[config.mk]
export PLATFORM = sky130hd
export DESIGN_NAME = load_store_unit
export DESIGN_NICKNAME = d
export VERILOG_FILES = /design/src/source/lsu_access_pkg.sv /design/src/source/lsu_bus_pkg.sv /design/src/source/load_store_unit.sv /design/src/source/lsu_outstanding_ctrl.sv /design/src/source/lsu_rdata_align.sv /design/src/source/lsu_request_align.sv
export SDC_FILE = /design/constraint.sdc
export NUM_CORES = 1
export LEC_CHECK = 0
export ABC_AREA = 1
export BUFFER_PORTS_ARGS = -buffer_cell sky130_fd_sc_hd__buf_2
export CORE_MARGIN = 2
export CORE_UTILIZATION = 50
export CTS_CLUSTER_SIZE = 10
export DETAILED_ROUTE_END_ITERATION = 10
export GPL_TIMING_DRIVEN = 0
export PLACE_DENSITY = 0.78
export RECOVER_POWER = 100
export SLEW_MARGIN = 40
export SYNTH_ARGS = -nofsm -noshare
export SYNTH_HDL_FRONTEND = slang
export SYNTH_SLANG_ARGS = --single-unit
[constraint.sdc]
create_clock -name clk -period 9.3 [get_ports clk]
set_clock_uncertainty 0.15 [all_clocks]
set_input_delay 1.395 -clock clk [delete_from_list [all_inputs] [get_ports clk]]
set_output_delay 1.395 -clock clk [all_outputs]
set_load 0.05 [all_outputs]
[src/source/lsu_access_pkg.sv]
// Load/store access definitions
package lsu_access_pkg;

  ////////////////////////////////////////////////////////////////////////////
  // Data and address words
  ////////////////////////////////////////////////////////////////////////////

  // One 32-bit data word or byte address
  typedef logic [31:0] word_t;

  // Byte position inside a word
  typedef logic [1:0] offset_t;

  ////////////////////////////////////////////////////////////////////////////
  // Access size
  ////////////////////////////////////////////////////////////////////////////

  // Encoding follows the execute stage size field
  typedef enum logic [1:0] {
    SIZE_BYTE = 2'd0,
    SIZE_HALF = 2'd1,
    SIZE_WORD = 2'd2
  } size_e;

  // Distance in bytes from one word to the next
  localparam int unsigned ADDR_ALIGN_STEP = 4;

endpackage

[src/source/lsu_bus_pkg.sv]
// Data bus transaction definitions
package lsu_bus_pkg;

  ////////////////////////////////////////////////////////////////////////////
  // Request side
  ////////////////////////////////////////////////////////////////////////////

  // One enable per byte lane, lane 0 is the least significant byte
  typedef logic [3:0] be_t;

  ////////////////////////////////////////////////////////////////////////////
  // Outstanding transactions
  ////////////////////////////////////////////////////////////////////////////

  // Granted requests still waiting for their response
  localparam int unsigned OUTSTANDING_DEPTH = 2;

  // Wide enough to hold 0 up to OUTSTANDING_DEPTH
  typedef logic [1:0] cnt_t;

endpackage

[src/source/load_store_unit.sv]
// Data side load/store unit
`timescale 1ns/1ps

module load_store_unit (
  input  logic                  clk,
  input  logic                  rst_n,

  // Execute stage request
  input  logic                  valid_0_i,
  input  logic                  we_i,
  input  lsu_access_pkg::size_e size_i,
  input  logic                  sext_i,
  input  lsu_access_pkg::word_t base_i,
  input  lsu_access_pkg::word_t offset_i,
  input  lsu_access_pkg::word_t wdata_i,
  output logic                  ready_0_o,

  // Write-back result
  output logic                  valid_1_o,
  output lsu_access_pkg::word_t rdata_1_o,

  // Data bus
  output logic                  bus_req_o,
  input  logic                  bus_gnt_i,
  output lsu_access_pkg::word_t bus_addr_o,
  output logic                  bus_we_o,
  output lsu_bus_pkg::be_t      bus_be_o,
  output lsu_access_pkg::word_t bus_wdata_o,
  input  logic                  bus_rvalid_i,
  input  lsu_access_pkg::word_t bus_rdata_i
);

  logic                    req_accept;
  logic                    split;
  logic                    last_phase;
  lsu_access_pkg::offset_t byte_off;

  // Direction comes straight from the execute stage
  assign bus_we_o = we_i;

  ////////////////////////////////////////////////////////////////////////////
  // Address phase
  ////////////////////////////////////////////////////////////////////////////

  lsu_request_align u_request_align (
    .clk            (clk),
    .rst_n          (rst_n),
    .valid_0_i      (valid_0_i),
    .we_i           (we_i),
    .size_i         (size_i),
    .base_i         (base_i),
    .offset_i       (offset_i),
    .wdata_i        (wdata_i),
    .req_accept_i   (req_accept),
    .bus_addr_o     (bus_addr_o),
    .bus_be_o       (bus_be_o),
    .bus_wdata_o    (bus_wdata_o),
    .split_o        (split),
    .second_phase_o (),
    .last_phase_o   (last_phase),
    .offset_o       (byte_off)
  );

  // Request gating and execute stage handshake
  lsu_outstanding_ctrl u_outstanding_ctrl (
    .clk          (clk),
    .rst_n        (rst_n),
    .valid_0_i    (valid_0_i),
    .bus_gnt_i    (bus_gnt_i),
    .bus_rvalid_i (bus_rvalid_i),
    .last_phase_i (last_phase),
    .bus_req_o    (bus_req_o),
    .req_accept_o (req_accept),
    .ready_0_o    (ready_0_o)
  );

  ////////////////////////////////////////////////////////////////////////////
  // Response phase
  ////////////////////////////////////////////////////////////////////////////

  lsu_rdata_align u_rdata_align (
    .clk          (clk),
    .rst_n        (rst_n),
    .req_accept_i (req_accept),
    .we_i         (we_i),
    .size_i       (size_i),
    .sext_i       (sext_i),
    .offset_i     (byte_off),
    .split_i      (split),
    .last_phase_i (last_phase),
    .bus_rvalid_i (bus_rvalid_i),
    .bus_rdata_i  (bus_rdata_i),
    .valid_1_o    (valid_1_o),
    .rdata_1_o    (rdata_1_o)
  );

endmodule

[src/source/lsu_outstanding_ctrl.sv]
// Outstanding transaction control
`timescale 1ns/1ps

module lsu_outstanding_ctrl (
  input  logic clk,
  input  logic rst_n,
  input  logic valid_0_i,
  input  logic bus_gnt_i,
  input  logic bus_rvalid_i,
  input  logic last_phase_i,
  output logic bus_req_o,
  output logic req_accept_o,
  output logic ready_0_o
);

  lsu_bus_pkg::cnt_t cnt_q;
  lsu_bus_pkg::cnt_t cnt_d;
  logic              below_depth;

  ////////////////////////////////////////////////////////////////////////////
  // Request gating
  ////////////////////////////////////////////////////////////////////////////

  // Room for one more transaction in flight
  assign below_depth = (cnt_q < lsu_bus_pkg::cnt_t'(lsu_bus_pkg::OUTSTANDING_DEPTH));

  // Counter only drops while waiting, so a raised request stays up
  assign bus_req_o = valid_0_i && below_depth;

  // Address phase done on this edge
  assign req_accept_o = bus_req_o && bus_gnt_i;

  // Execute stage moves on only after its last phase is granted
  assign ready_0_o = req_accept_o && last_phase_i;

  ////////////////////////////////////////////////////////////////////////////
  // Outstanding counter
  ////////////////////////////////////////////////////////////////////////////

  // Grant and response together cancel out
  always_comb begin
    case ({req_accept_o, bus_rvalid_i})
      2'b10:   cnt_d = cnt_q + 2'd1;
      2'b01:   cnt_d = cnt_q - 2'd1;
      default: cnt_d = cnt_q;
    endcase
  end

  always_ff @(posedge clk or negedge rst_n) begin
    if (!rst_n) begin
      cnt_q <= '0;
    end else begin
      cnt_q <= cnt_d;
    end
  end

  ////////////////////////////////////////////////////////////////////////////
  // Checks
  ////////////////////////////////////////////////////////////////////////////

  // Gating must hold the count at or below depth
  a_cnt_le_depth : assert property (
    @(posedge clk) disable iff (!rst_n)
    cnt_q <= lsu_bus_pkg::cnt_t'(lsu_bus_pkg::OUTSTANDING_DEPTH)
  ) else $error("outstanding count above depth");

  // Bus must not answer a request that was never granted
  a_no_orphan_rsp : assert property (
    @(posedge clk) disable iff (!rst_n)
    bus_rvalid_i |-> (cnt_q != '0)
  ) else $error("response with no outstanding request");

endmodule

[src/source/lsu_rdata_align.sv]
// Read data realignment and extension
`timescale 1ns/1ps

module lsu_rdata_align (
  input  logic                    clk,
  input  logic                    rst_n,
  input  logic                    req_accept_i,
  input  logic                    we_i,
  input  lsu_access_pkg::size_e   size_i,
  input  logic                    sext_i,
  input  lsu_access_pkg::offset_t offset_i,
  input  logic                    split_i,
  input  logic                    last_phase_i,
  input  logic                    bus_rvalid_i,
  input  lsu_access_pkg::word_t   bus_rdata_i,
  output logic                    valid_1_o,
  output lsu_access_pkg::word_t   rdata_1_o
);

  localparam int unsigned PTR_W = $clog2(lsu_bus_pkg::OUTSTANDING_DEPTH);

  // Attribute queue, one entry per granted request
  lsu_access_pkg::size_e   q_size   [lsu_bus_pkg::OUTSTANDING_DEPTH];
  logic                    q_sext   [lsu_bus_pkg::OUTSTANDING_DEPTH];
  lsu_access_pkg::offset_t q_offset [lsu_bus_pkg::OUTSTANDING_DEPTH];
  logic                    q_we     [lsu_bus_pkg::OUTSTANDING_DEPTH];
  logic                    q_split  [lsu_bus_pkg::OUTSTANDING_DEPTH];
  logic                    q_last   [lsu_bus_pkg::OUTSTANDING_DEPTH];

  logic [PTR_W-1:0]      wr_ptr_q;
  logic [PTR_W-1:0]      rd_ptr_q;
  lsu_bus_pkg::cnt_t     level_q;
  logic                  half_q;
  lsu_access_pkg::word_t rdata_q;
  logic [63:0]           rdata_full;
  logic [63:0]           rdata_shift;

  ////////////////////////////////////////////////////////////////////////////
  // Attribute queue
  ////////////////////////////////////////////////////////////////////////////

  // Payload, written at the grant edge
  always_ff @(posedge clk) begin
    if (req_accept_i) begin
      q_size[wr_ptr_q]   <= size_i;
      q_sext[wr_ptr_q]   <= sext_i;
      q_offset[wr_ptr_q] <= offset_i;
      q_we[wr_ptr_q]     <= we_i;
      q_split[wr_ptr_q]  <= split_i;
      q_last[wr_ptr_q]   <= last_phase_i;
    end
  end

  // Pointers wrap naturally at a power-of-two depth
  always_ff @(posedge clk or negedge rst_n) begin
    if (!rst_n) begin
      wr_ptr_q <= '0;
      rd_ptr_q <= '0;
      level_q  <= '0;
    end else begin
      if (req_accept_i) wr_ptr_q <= wr_ptr_q + 1'b1;
      if (bus_rvalid_i) rd_ptr_q <= rd_ptr_q + 1'b1;
      case ({req_accept_i, bus_rvalid_i})
        2'b10:   level_q <= level_q + 2'd1;
        2'b01:   level_q <= level_q - 2'd1;
        default: level_q <= level_q;
      endcase
    end
  end

  ////////////////////////////////////////////////////////////////////////////
  // First half capture
  ////////////////////////////////////////////////////////////////////////////

  // Lower half pending once the first phase of a split has answered
  always_ff @(posedge clk or negedge rst_n) begin
    if (!rst_n) begin
      half_q <= 1'b0;
    end else if (bus_rvalid_i) begin
      half_q <= q_split[rd_ptr_q];
    end
  end

  // Raw word of the first phase, loads only
  always_ff @(posedge clk) begin
    if (bus_rvalid_i && !q_we[rd_ptr_q] && !q_last[rd_ptr_q]) begin
      rdata_q <= bus_rdata_i;
    end
  end

  ////////////////////////////////////////////////////////////////////////////
  // Realign and extend
  ////////////////////////////////////////////////////////////////////////////

  // Unsplit word doubled so the shift wraps its upper bytes down
  assign rdata_full  = half_q ? {bus_rdata_i, rdata_q} : {bus_rdata_i, bus_rdata_i};
  assign rdata_shift = rdata_full >> (7'(q_offset[rd_ptr_q]) * 7'd8);

  always_comb begin
    case (q_size[rd_ptr_q])
      lsu_access_pkg::SIZE_BYTE:
        rdata_1_o = {{24{q_sext[rd_ptr_q] && rdata_shift[7]}}, rdata_shift[7:0]};
      lsu_access_pkg::SIZE_HALF:
        rdata_1_o = {{16{q_sext[rd_ptr_q] && rdata_shift[15]}}, rdata_shift[15:0]};
      default:
        rdata_1_o = rdata_shift[31:0];
    endcase
  end

  // One pulse per access, on its final response
  assign valid_1_o = bus_rvalid_i && q_last[rd_ptr_q];

  // Queue level tracks the outstanding count in the controller
  a_queue_bounds : assert property (
    @(posedge clk) disable iff (!rst_n)
    ((req_accept_i && !bus_rvalid_i) |->
       (level_q < lsu_bus_pkg::cnt_t'(lsu_bus_pkg::OUTSTANDING_DEPTH))) and
    (bus_rvalid_i |-> (level_q != '0))
  ) else $error("attribute queue pushed full or popped empty");

endmodule

[src/source/lsu_request_align.sv]
// Request address and data alignment
`timescale 1ns/1ps

module lsu_request_align (
  input  logic                    clk,
  input  logic                    rst_n,
  input  logic                    valid_0_i,
  input  logic                    we_i,
  input  lsu_access_pkg::size_e   size_i,
  input  lsu_access_pkg::word_t   base_i,
  input  lsu_access_pkg::word_t   offset_i,
  input  lsu_access_pkg::word_t   wdata_i,
  input  logic                    req_accept_i,
  output lsu_access_pkg::word_t   bus_addr_o,
  output lsu_bus_pkg::be_t        bus_be_o,
  output lsu_access_pkg::word_t   bus_wdata_o,
  output logic                    split_o,
  output logic                    second_phase_o,
  output logic                    last_phase_o,
  output lsu_access_pkg::offset_t offset_o
);

  lsu_access_pkg::word_t   addr;
  lsu_access_pkg::word_t   addr_next_word;
  lsu_access_pkg::offset_t byte_off;
  lsu_bus_pkg::be_t        size_mask;
  logic [7:0]              be_span;
  logic [63:0]             wdata_dbl;
  logic                    phase_q;

  // Effective address
  assign addr     = base_i + offset_i;
  assign byte_off = addr[1:0];
  assign offset_o = byte_off;

  // Next word for the spill half of a split access
  assign addr_next_word = {addr[31:2], 2'b00} + lsu_access_pkg::word_t'(
                            lsu_access_pkg::ADDR_ALIGN_STEP);

  ////////////////////////////////////////////////////////////////////////////
  // Split detection and phase tracking
  ////////////////////////////////////////////////////////////////////////////

  // Crossing first phase only, never while the second phase is active
  always_comb begin
    split_o = 1'b0;
    if (valid_0_i && !phase_q) begin
      case (size_i)
        lsu_access_pkg::SIZE_WORD: split_o = (byte_off != 2'b00);
        lsu_access_pkg::SIZE_HALF: split_o = (byte_off == 2'b11);
        default:                   split_o = 1'b0;
      endcase
    end
  end

  assign last_phase_o   = !split_o;
  assign second_phase_o = phase_q;

  // Set by a granted crossing first phase, cleared by the granted second phase
  // Dropped valid also clears it so the next access starts in phase one
  always_ff @(posedge clk or negedge rst_n) begin
    if (!rst_n) begin
      phase_q <= 1'b0;
    end else if (!valid_0_i) begin
      phase_q <= 1'b0;
    end else if (req_accept_i) begin
      phase_q <= split_o;
    end
  end

  ////////////////////////////////////////////////////////////////////////////
  // Bus address, byte enables, write data
  ////////////////////////////////////////////////////////////////////////////

  assign bus_addr_o = phase_q ? addr_next_word : addr;

  // Lanes touched by the access, before shifting into place
  always_comb begin
    case (size_i)
      lsu_access_pkg::SIZE_BYTE: size_mask = 4'b0001;
      lsu_access_pkg::SIZE_HALF: size_mask = 4'b0011;
      default:                   size_mask = 4'b1111;
    endcase
  end

  // Upper nibble holds the lanes that spilled into the next word
  assign be_span  = {4'b0000, size_mask} << (4'(byte_off));
  assign bus_be_o = phase_q ? be_span[7:4] : be_span[3:0];

  // Rotate left by the byte offset; the same rotation serves both phases
  assign wdata_dbl   = {wdata_i, wdata_i} << (6'(byte_off) * 6'd8);
  assign bus_wdata_o = we_i ? wdata_dbl[63:32] : '0;

  ////////////////////////////////////////////////////////////////////////////
  // Checks
  ////////////////////////////////////////////////////////////////////////////

  // A stale second phase would corrupt the next access
  a_phase_clears_idle : assert property (
    @(posedge clk) disable iff (!rst_n)
    (!valid_0_i ##1 !valid_0_i) |-> !second_phase_o
  ) else $error("second phase flag held while execute stage idle");

endmodule

==> metrics.cfg, run 1 <==
[synth]
syn_nets = 1522
synthesis.area_mm2 = 0.007826
synth_seq_cells = 54
synthDistinctLibCells = 52
yosysWarnings = 0
synth_cells = 1347
avgSynthCellArea_um2 = 5.810
ys_seq_area_share_pct = 20.34

[placement]
gp_congestion = 0.9494
dpl_cell_area_mm2 = 0.009358
dpl.hpwl_um = 21040
port_buffers = 240

[cts]
clk_latency_ns = 0.30
post-cts-setup-buffer-count = 0
cts_hold_buf = 0
cts_resized = 0
path_clk_slew_ns = 0.07
root_buffer = clkbuf_16
cts_tree = yes
cts.sinks = 54
htreeDepth = 2
cts.path.max_buffers = 2
cts_buffers = 5

[detailed_routing]
dr.pass1.iters = 8
vias_per_cell = 5.225
ant_nets = 0
drt-initial-drc-count = 902
vias = 9447
post_drt_wl_per_cell_um = 14.28
wirelength_um = 25830
drc = 0

[sta]
finalHoldViolations = 0
worst_slew_margin_rel_pct = 33.01
slew_viol_final = 0
setup-violations-final = 0
setup_tns_ns = 0
timing.final.crit_share_pct = 63.99
fin_hold_ws_ns = 0.3503
period_needed_ns = 5.952
worst_pin_slew_ns = 1.005
fmaxAchievable_ghz = 0.1680
rsz0062_at_grt = false

[global_route]
grt_max_degree = 18
antenna_found_initial = 0
grt_pass1_vias = 8385
grt_usage_pct = 29.90
grt_pass1_wl_um = 40370
overflow = 0

[critical_path]
crit_top_cell = nand2_1
crit_chain = clkbuf_1 > ha_1 > fa_1 > xnor2_1 > inv_1 > ha_1 > nand2_1 > nor2_2 > nand3_1 > nor2_4 > nand3_4 > nor3_1 > nand2_1 > nand2_1 > nand2_1 > inv_1 > clkbuf_1
start_kind = input pin
max_stage_delay_ns = 0.47
cp.arrival_ns = 4.41
crit_buf_inv = 4
critPathSlowestCell = fa_1
r2r_setup_slack_ns = 6.96
crit_family = simple AND/OR/NAND/NOR gates
worstReg2RegEnd = u_rdata_align.rdata_q[6]
cp_max_fo = 4
required_ns = 7.76
r2r_start = u_rdata_align.rd_ptr_q
critical_path.endpoint_type = primary output
worstSetupPathType = input pin to primary output
reg2regPathDepth = 5

[pwr]
power_frac_comb_pct = 75.8
seqPwrFrac_pct = 14.2
p_leak_nw = 4.858
p_clk_share_pct = 10.0
ir_worst_vdd_v = 0.0002489
power.net_switching_mw = 1.426
p_int_mw = 0.8101
p_sw_share_pct = 63.77
cellPowerDensity_mw_per_mm2 = 240.5

[final_layout]
diodes = 0
final_cell_mix = 454 x nand2_1, 197 x inv_1, 173 x clkbuf_1, 155 x nor2_1, 114 x o21ai_0
final_nets = 1771
areaGrowthSynthToFinish_pct = 18.77
final_common_cell = nand2_1
final_area_mm2 = 0.009295
drive_gt1_share_pct = 12.52

[floorplanning]
start_util_pct = 51.29
boundaryPins = 241
die_h_um = 129.1
fp.dieArea_mm2 = 0.01667
core-area_mm2 = 0.01526
rows = 45
dieWidth_um = 129.1

[hold_path]
min-delay-start = u_outstanding_ctrl.cnt_q[0]
hold_class = flop to flop
whs_endpoint = u_outstanding_ctrl.cnt_q[0]
hold_depth = 1

[flow_run]
cap_viol_max_count = 0

[run_status]
status = finished, final reports clean

-- Yosys cell counts, drive strengths merged --
master | instances | area share (%)
a211oi | 2 | 0.19
a21boi | 1 | 0.096
a21o | 2 | 0.19
a21oi | 31 | 2.0
a22oi | 1 | 0.096
a31oi | 2 | 0.16
and2 | 2 | 0.16
and3 | 1 | 0.080
buf | 9 | 0.85
clkbuf | 36 | 1.7
clkinv | 3 | 0.14
dfrtp | 6 | 1.9
edfxtp | 48 | 18
fa | 1 | 0.26
ha | 37 | 5.9
inv | 204 | 9.8
mux2i | 14 | 1.8
nand2 | 479 | 24
nand3 | 84 | 6.0
nand3b | 11 | 1.3
nand4 | 13 | 1.0
nor2 | 174 | 9.4
nor3 | 6 | 0.51
nor4 | 3 | 0.24
o211ai | 8 | 0.77
o21a | 1 | 0.096
o21ai | 118 | 7.6
o21bai | 2 | 0.19
o221ai | 6 | 0.67
o22ai | 2 | 0.16
or2 | 15 | 1.2
xnor2 | 9 | 1.0
xor2 | 16 | 1.9
-- cell families (layout without fill, tap and decap cells) --
logic type      count (synthesis)  after routing  share of synthesized area (%)
simple gates                  788            788                          44.06
buf+inv                       252            502                          12.50
compound gates                176            176                          12.25
flops                          54             54                          20.34
fa+ha+maj                      38             38                          6.171
xor+xnor                       25             25                          2.894
mux                            14             14                          1.791
-- cell type report --
class / instances / area, µm²
Fill cell: 1670 / 5963
Timing Repair Buffer: 242 / 1042
Tap cell: 211 / 264.0
Clock buffer: 6 / 138.9
Buffer: 45 / 201.4
Multi-Input combinational cell: 1041 / 5241
Inverter: 207 / 777.0
Clock inverter: 2 / 38.79
Sequential cell: 54 / 1592
-- registers in the layout, summed over array words and instances (netlist names) --
signal,flops
u_rdata_align.rdata_q,32
u_rdata_align.q_offset,4
u_rdata_align.q_size,4
u_outstanding_ctrl.cnt_q,2
u_rdata_align.q_last,2
u_rdata_align.q_sext,2
u_rdata_align.q_split,2
u_rdata_align.q_we,2
u_rdata_align.half_q,1
u_rdata_align.rd_ptr_q,1
u_rdata_align.wr_ptr_q,1
u_request_align.second_phase_o,1
-- worst reg2reg max path: stages (launching register included) --
cell and delay, ns:
dfrtp_1 0.35, buf_6 0.15, mux2i_1 0.26, nand2_1 0.09, a21oi_1 0.19, clkbuf_1 0.78
-- metal layers --
layer  vias up  part of all wire [%]  global-route usage, %  routed length, µm
li1       4749                     -                      -                  -
met1      4176                    43                  39.68              10990
met2       475                    47                  52.48              12260
met3        47                   8.2                  2.849               2107
met4         0                   1.8                  7.289                473
met5         -                     0                      0                  0
-- power groups by stage --
| stage | logic [mW] | registers (mW) | clock network, mW |
|---|---|---|---|
| finish | 1.69 | 0.318 | 0.224 |
| global route | 1.81 | 0.321 | 0.233 |
| CTS | 1.72 | 0.318 | 0.226 |
| detailed placement | 1.72 | 0.323 | 0 |
| global placement | 1.69 | 0.323 | 0 |
| floorplan | 1.28 | 0.319 | 0 |
-- through the flow --
stage	power [mW]	worst slack [ns]	utilization [%]	std cells
global route	2.363	3.079	60.92	1808
global placement	2.015	3.674	60.89	1798
finish	2.236	3.349	60.92	1808
floorplan	1.603	3.223	-	1347
CTS	2.264	3.635	62.49	1808
detailed placement	2.038	3.647	61.33	1800
-- how the worst max path moves through the flow --
stage,endpoint,cells after the start,slack [ns],startpoint
floorplan,bus_be_o[3],7,3.22,base_i[0]
global placement,bus_addr_o[24],16,3.67,base_i[0]
detailed placement,bus_addr_o[24],16,3.65,base_i[0]
CTS,bus_addr_o[24],16,3.63,base_i[0]
global route,bus_addr_o[26],17,3.08,base_i[0]
finish,bus_addr_o[26],17,3.35,base_i[0]
No activity file was read; power rests on OpenSTA's default activity.
==> run 2, diff against run 1 <==
clock period = 6.1 ns   (was 9.3 ns; I/O delays follow)
==> run 2 against run 1 <==
Register-to-register slack got worse by 3.2 ns. Setup slack got worse by 2.2 ns. Non-clock buffer count unchanged. Final cell count did not move. Critical path depth unchanged. Clock power increased by 52%. Flip-flop and latch count stayed put. Sequential power rose by 53%. Via count is 0.28% higher. Worst hold slack worse by 0.012 ns. First-iteration DRC count decreased by 0.44%. Power rose by 52%. Critical endpoint unchanged.
==> metrics.cfg, run 2 (synthesis gave the netlist of run 1 again) <==
[sta]
finalHoldViolations = 0  ; unchanged
slew_viol_final = 0  ; unchanged
period_needed_ns = 4.990
worst_slew_margin_rel_pct = 34.46  ; was 33.01%
setup-violations-final = 0  ; unchanged
fin_hold_ws_ns = 0.3379  ; was 0.3503 ns
timing.final.crit_share_pct = 81.81
rsz0062_at_grt = false  ; unchanged
fmaxAchievable_ghz = 0.2004
setup_tns_ns = 0  ; unchanged
worst_pin_slew_ns = 0.9831  ; was 1.005 ns

[floorplanning]
boundaryPins = 241  ; unchanged
dieWidth_um = 129.1  ; unchanged
start_util_pct = 51.29  ; unchanged
core-area_mm2 = 0.01526  ; unchanged
rows = 45  ; unchanged
die_h_um = 129.1  ; unchanged
fp.dieArea_mm2 = 0.01667  ; unchanged

[flow_run]
cap_viol_max_count = 0  ; unchanged

[detailed_routing]
drt-initial-drc-count = 898  ; was 902
post_drt_wl_per_cell_um = 14.24  ; was 14.28 µm
drc = 0  ; unchanged
vias = 9473  ; was 9447
wirelength_um = 25750  ; was 25830 µm
ant_nets = 0  ; unchanged
dr.pass1.iters = 6  ; was 8
vias_per_cell = 5.239  ; was 5.225

[global_route]
grt_pass1_vias = 8385  ; unchanged
overflow = 0  ; unchanged
grt_pass1_wl_um = 40370  ; unchanged
grt_max_degree = 18  ; unchanged
grt_usage_pct = 29.90  ; unchanged
antenna_found_initial = 0  ; unchanged

[final_layout]
multiInputGateArea_mm2 = 0.005241  ; unchanged
final_nets = 1771  ; unchanged
final_cell_mix = 454 x nand2_1, 197 x inv_1, 173 x clkbuf_1, 155 x nor2_1, 114 x o21ai_0  ; unchanged
reg.largest.list = u_rdata_align.rdata_q (32), u_rdata_align.q_offset (4), u_rdata_align.q_size (4)  ; unchanged
largest_register_ffs = 32  ; unchanged
final_area_mm2 = 0.009295  ; unchanged
areaGrowthSynthToFinish_pct = 18.77  ; unchanged
fill_cells = 1670  ; unchanged
final_common_cell = nand2_1  ; unchanged
seq_area_mm2 = 0.001592  ; unchanged
drive_gt1_share_pct = 12.52  ; unchanged
diodes = 0  ; unchanged
regMostFlops = u_rdata_align.rdata_q  ; unchanged
layout.cells.non_filler = 1808  ; unchanged

[cts]
cts_buffers = 5  ; unchanged
clk_latency_ns = 0.30  ; about the same
cts_resized = 0  ; unchanged
cts.path.max_buffers = 2  ; unchanged
htreeDepth = 2  ; unchanged
cts_hold_buf = 0  ; unchanged
root_buffer = clkbuf_16  ; unchanged
cts.sinks = 54  ; unchanged
cts_tree = yes  ; unchanged
post-cts-setup-buffer-count = 0  ; unchanged
path_clk_slew_ns = 0.07  ; about the same

[critical_path]
r2r_setup_slack_ns = 3.76  ; was 6.96 ns
crit_family = simple AND/OR/NAND/NOR gates  ; unchanged
cp_max_fo = 4  ; unchanged
max_stage_delay_ns = 0.48  ; was 0.47 ns
crit_chain = clkbuf_1 > ha_1 > fa_1 > xnor2_1 > inv_1 > ha_1 > nand2_1 > nor2_2 > nand3_1 > nor2_4 > nand3_4 > nor3_1 > nand2_1 > nand2_1 > nand2_1 > inv_1 > clkbuf_1  ; unchanged
required_ns = 5.03  ; was 7.76 ns
r2r_start = u_rdata_align.rd_ptr_q  ; unchanged
worstSetupPathType = input pin to primary output  ; unchanged
worstReg2RegEnd = u_rdata_align.rdata_q[5]  ; was u_rdata_align.rdata_q[6]
cp-startpoint = base_i[0]  ; unchanged
crit_top_cell = nand2_1  ; unchanged
critical_path.endpoint_type = primary output  ; unchanged
start_kind = input pin  ; unchanged
critPathSlowestCell = fa_1  ; unchanged
reg2regPathDepth = 5  ; unchanged
cp.arrival_ns = 3.93  ; was 4.41 ns
crit_buf_inv = 4  ; unchanged

[pwr]
p_leak_nw = 4.858  ; about the same
ir_worst_vdd_v = 0.0003872  ; was 0.0002489 V
cellPowerDensity_mw_per_mm2 = 366.4  ; was 240.5 mW/mm²

[placement]
dpl_cell_area_mm2 = 0.009358  ; unchanged
port_buffers = 240  ; unchanged
gp_congestion = 0.9494  ; unchanged
dpl.hpwl_um = 21040  ; unchanged
placedCellCount = 1800  ; unchanged

[run_status]
status = finished, final reports clean  ; unchanged

[hold_path]
hold_class = input pin to async pin  ; was flop to flop

run 2: cell counts in the layout (fill, tap and decap cells not counted):
Identical to the previous run, type by type.
run 2: cell type report:
class / count / share of cell area, %
multi-input cells: 1041 / 56.39
flip-flops and latches: 54 / 17.12
repair buffers: 242 / 11.21
inverters: 207 / 8.359
well taps: 211 / 2.840
plain buffers: 45 / 2.167
clock buffers: 6 / 1.494
clock inverters: 2 / 0.4173
run 2: stage by stage:
step           utilization (%)  worst slack, ns  power [mW]
6_report                 60.92            1.110       3.406
5_1_grt                  60.92           0.8392       3.602
4_1_cts                  62.49            1.395       3.452
3_5_place_dp             61.33            1.407       3.107
3_3_place_gp             60.89            1.434       3.073
2_1_floorplan                -           0.9831       2.444
run 2: worst max-delay path by stage:
| stage | endpoint | cells after the start |
|---|---|---|
| final | bus_addr_o[26] | 17 |
| after global routing | bus_addr_o[26] | 17 |
| after CTS | bus_addr_o[24] | 16 |
| after detailed placement | bus_addr_o[24] | 16 |
| after global placement | bus_addr_o[24] | 16 |
| after floorplan | bus_be_o[3] | 7 |
run 2: worst register-to-register path, stage by stage, from the launching register on:
cell and delay (ns):
dfrtp_1 0.35, buf_6 0.15, mux2i_1 0.26, nand2_1 0.09, a21oi_1 0.20, clkbuf_1 0.75
run 2: power by group:
part	total (mW)	leakage, nW	switching (mW)	internal, mW
sequential	0.485	0.509	0.0206	0.464
clock	0.341	0.0875	0.134	0.207
combinational	2.58	4.26	2.02	0.564
total	3.41	4.86	2.17	1.23
run 2: per-layer routing:
layer,share of wire (%),up-vias,global-route usage [%]
met3,8.0,50,2.849
li1,-,4749,-
met2,47,473,52.48
met4,2.0,0,7.289
met1,43,4201,39.68
met5,0,-,0
==> run 3, diff against run 2 <==
ABC_AREA = 0   (was 1)
CORE_UTILIZATION = 47   (was 50)
PLACE_DENSITY = 0.79   (was 0.78)
clock period = 4.4 ns   (was 6.1 ns; I/O delays follow)
==> run 3 against run 2 <==
The run now ends with max-capacitance violations, negative setup slack left. Synthesized cell count is 47% lower. Largest power group unchanged. Worst hold slack worse by 0.24 ns. Routed wire length is 21% lower. Final cell count is 36% lower. Die area is 8.9% lower. Sequential share of layout area is 0.50 points higher. Via count is 28% lower. Register-to-register slack worse by 2.7 ns. Final area is 2.9% lower. Global-route usage is 4.2 points lower. Highest routed layer unchanged.
==> metrics.cfg, run 3 <==
[detailed_routing]
dr.pass1.iters = 5  ; was 6
ant_nets = 0  ; unchanged
drc = 0  ; unchanged
wirelength_um = 20320  ; was 25750 µm
vias = 6862  ; was 9473
post_drt_wl_per_cell_um = 17.44  ; was 14.24 µm
drt-initial-drc-count = 503  ; was 898
vias_per_cell = 5.890  ; was 5.239

[critical_path]
cp.arrival_ns = 3.78  ; was 3.93 ns
worstReg2RegEnd = u_rdata_align.rdata_q[12]  ; was u_rdata_align.rdata_q[5]
cp-startpoint = offset_i[0]  ; was base_i[0]
reg2regPathDepth = 4  ; was 5
cp_max_fo = 5  ; was 4
critical_path.endpoint_type = primary output  ; unchanged
r2r_setup_slack_ns = 1.10  ; was 3.76 ns
crit_path_end = bus_addr_o[23]  ; was bus_addr_o[26]
r2r_start = u_rdata_align.rd_ptr_q  ; unchanged
start_kind = input pin  ; unchanged
required_ns = 3.59  ; was 5.03 ns
worstSetupPathType = input pin to primary output  ; unchanged

[synth]
synth_common_cells = 62 x a21oi_1, 60 x nand2_1, 59 x o21ai_0, 51 x nor2_1, 48 x edfxtp_1  ; was 453 x nand2_1, 197 x inv_1, 154 x nor2_1, 113 x o21ai_0, 75 x nand3_1
synth_most_common_cell = a21oi_1  ; was nand2_1
synth_edf_count = 48  ; unchanged
ys_seq_area_share_pct = 23.82  ; was 20.34%
synth_seq_cells = 54  ; unchanged
synthArstFlopShare_pct = 11.11  ; unchanged
ys_top_cells_by_area = edfxtp_1 22%, mux4_2 13%, ha_1 6.9%  ; was nand2_1 22%, edfxtp_1 18%, inv_1 9.4%
yosysWarnings = 0  ; unchanged
synth_cells = 712  ; was 1347
syn_nets = 887  ; was 1522
ys.flop_type = edfxtp_1  ; unchanged
synthDistinctLibCells = 72  ; was 52
yosysTopAreaCell = edfxtp_1  ; was nand2_1
synthesis.area_mm2 = 0.006683  ; was 0.007826 mm²
avgSynthCellArea_um2 = 9.386  ; was 5.810 µm²
synth_top_area_share_pct = 21.57  ; was 21.73%

[sta]
fin_ws_ns = -0.1944  ; was 1.110 ns
timing.final.crit_share_pct = 104.4
setup-violations-final = 8  ; was 0
worst_slew_margin_rel_pct = 0.2881  ; was 34.46%
finalHoldViolations = 0  ; unchanged
period_needed_ns = 4.594
worst_pin_slew_ns = 1.493  ; was 0.9831 ns
fin_hold_ws_ns = 0.1026  ; was 0.3379 ns
fmaxAchievable_ghz = 0.2177
slew_viol_final = 0  ; unchanged
rsz0062_at_grt = true  ; was false

[final_layout]
diodes = 0  ; unchanged
final_area_mm2 = 0.009030  ; was 0.009295 mm²
reg.largest.list = u_rdata_align.rdata_q (32), u_rdata_align.q_offset (4), u_rdata_align.q_size (4)  ; unchanged
final_common_cell = buf_2  ; was nand2_1
final_nets = 1159  ; was 1771
final_cell_mix = 115 x buf_2, 93 x clkbuf_1, 59 x nand2_1, 57 x o21ai_0, 54 x a21oi_1  ; was 454 x nand2_1, 197 x inv_1, 173 x clkbuf_1, 155 x nor2_1, 114 x o21ai_0
areaGrowthSynthToFinish_pct = 35.12  ; was 18.77%
largest_register_ffs = 32  ; unchanged
regMostFlops = u_rdata_align.rdata_q  ; unchanged
drive_gt1_share_pct = 37.77  ; was 12.52%

[global_route]
grt_max_degree = 20  ; was 18
overflow = 0  ; unchanged
grt_pass1_vias = 6388  ; was 8385
antenna_found_initial = 0  ; unchanged
grt_pass1_wl_um = 31220  ; was 40370 µm
grt_usage_pct = 25.69  ; was 29.90%

[cts]
cts_buffers = 5  ; unchanged
htreeDepth = 2  ; unchanged
cts.path.max_buffers = 2  ; unchanged
clk_latency_ns = 0.29  ; was 0.30 ns
cts_hold_buf = 0  ; unchanged
cts.sinks = 54  ; unchanged
cts_tree = yes  ; unchanged
path_clk_slew_ns = 0.07  ; about the same
root_buffer = clkbuf_16  ; unchanged

[pwr]
seqPwrFrac_pct = 16.2  ; was 14.2%
ir_worst_vdd_v = 0.0002875  ; was 0.0003872 V
cellPowerDensity_mw_per_mm2 = 464.1  ; was 366.4 mW/mm²
p_int_mw = 1.841  ; was 1.235 mW
p_total_mw = 4.191  ; was 3.406 mW
power_frac_comb_pct = 73.0  ; was 75.8%
power.net_switching_mw = 2.350  ; was 2.171 mW
p_clk_share_pct = 10.8  ; was 10.0%
p_sw_share_pct = 56.07  ; was 63.74%
p_leak_nw = 3.773  ; was 4.858 nW

[floorplanning]
core-area_mm2 = 0.01388  ; was 0.01526 mm²
start_util_pct = 48.14  ; was 51.29%
fp.dieArea_mm2 = 0.01519  ; was 0.01667 mm²
die_h_um = 123.2  ; was 129.1 µm
dieWidth_um = 123.2  ; was 129.1 µm
boundaryPins = 241  ; unchanged
rows = 43  ; was 45

[flow_run]
cap_viol_max_count = 1  ; was 0

[placement]
dpl_cell_area_mm2 = 0.008282  ; was 0.009358 mm²
gp_congestion = 0.9829  ; was 0.9494
dpl.hpwl_um = 15480  ; was 21040 µm
port_buffers = 240  ; unchanged

[run_status]
status = finished with violations  ; was finished, final reports clean
violations = max-capacitance violations, negative setup slack

[hold_path]
hold_class = input pin to async pin  ; unchanged

==> run 3: cell types whose count changed after synthesis, moves of 39 or more <==
cell / delta
nand2_1: -393
mux4_2: +39
nor2_1: -103
nand3_1: -63
o21ai_0: -54
inv_1: -184
==> run 3: metrics by stage <==
step / utilization [%] / worst slack, ns / cells / TNS (ns)
4_1_cts: 64.53 / -0.1906 / 1156 / -0.7091
6_report: 65.05 / -0.1944 / 1165 / -0.9879
3_3_place_gp: 59.49 / -0.4592 / 1132 / -10.12
3_5_place_dp: 59.66 / -0.4631 / 1133 / -11.62
2_1_floorplan: - / -0.01340 / 712 / -0.01340
5_1_grt: 65.05 / -0.3011 / 1165 / -2.535
==> run 3: critical path: stages <==
cell      delay (ns)
buf_6           0.10
ha_4            0.15
fa_2            0.35
a21oi_2         0.16
o211ai_2        0.12
a21o_1          0.21
a21oi_2         0.16
xor2_2          0.12
nor4_4          0.33
nand4_1         0.17
or4b_4          0.63
buf_4           0.17
nor2_4          0.12
xor2_4          0.16
buf_6           0.17
==> run 3: cells by family after synthesis <==
kind of cell / after synthesis / synth area share, %
simple gates: 217 / 17.23
compound gates: 182 / 16.63
mux: 104 / 23.25
xor+xnor: 64 / 8.613
flops: 54 / 23.82
buf+inv: 53 / 3.239
fa+ha+maj: 38 / 7.227
==> run 3: layout make-up <==
type / instances / area, µm²
inverter: 14 / 52.55
clock inverter: 3 / 47.55
buffer: 36 / 171.4
multi-input combinational: 605 / 5425
clock buffer: 5 / 125.1
sequential: 54 / 1592
fill: 1140 / 4851
timing repair buffer: 268 / 1391
tap: 180 / 225.2
==> run 3: per-layer routing <==
metal	global-route usage, %	vias up	wire length, µm
met4	8.168	0	525
met5	0	-	0
met1	34.35	3242	8417
met2	43.96	364	9985
li1	-	3213	-
met3	2.445	43	1391
==> run 3: timing repair <==
item / CTS / global route
endpoints found under the setup margin: 64 / 22
setup buffers: 18 / 9
endpoints found under the hold margin: 0 / 0
pin swaps: 33 / 8
resized for setup: 75 / 26
==> run 3: how the worst min path moves through the flow <==
| stage | to | depth (start not counted) | slack [ns] |
|---|---|---|---|
| 2_1_floorplan | u_outstanding_ctrl.cnt_q[0] | 0 | 0.21 |
| 3_3_place_gp | u_outstanding_ctrl.cnt_q[1] | 1 | 0.31 |
| 3_5_place_dp | u_outstanding_ctrl.cnt_q[1] | 1 | 0.32 |
| 4_1_cts | u_rdata_align.rd_ptr_q | 1 | 0.04 |
| 5_1_grt | u_rdata_align.rd_ptr_q | 1 | 0.12 |
| 6_report | u_rdata_align.rd_ptr_q | 1 | 0.10 |
==> run 3: power groups by stage <==
stage          clock network, mW  logic [mW]  registers [mW]
2_1_floorplan                  0        2.27           0.663
3_3_place_gp                   0        2.89           0.668
3_5_place_dp                   0        2.92           0.668
4_1_cts                    0.458        3.01           0.678
5_1_grt                    0.481        3.24           0.683
6_report                   0.452        3.06           0.678
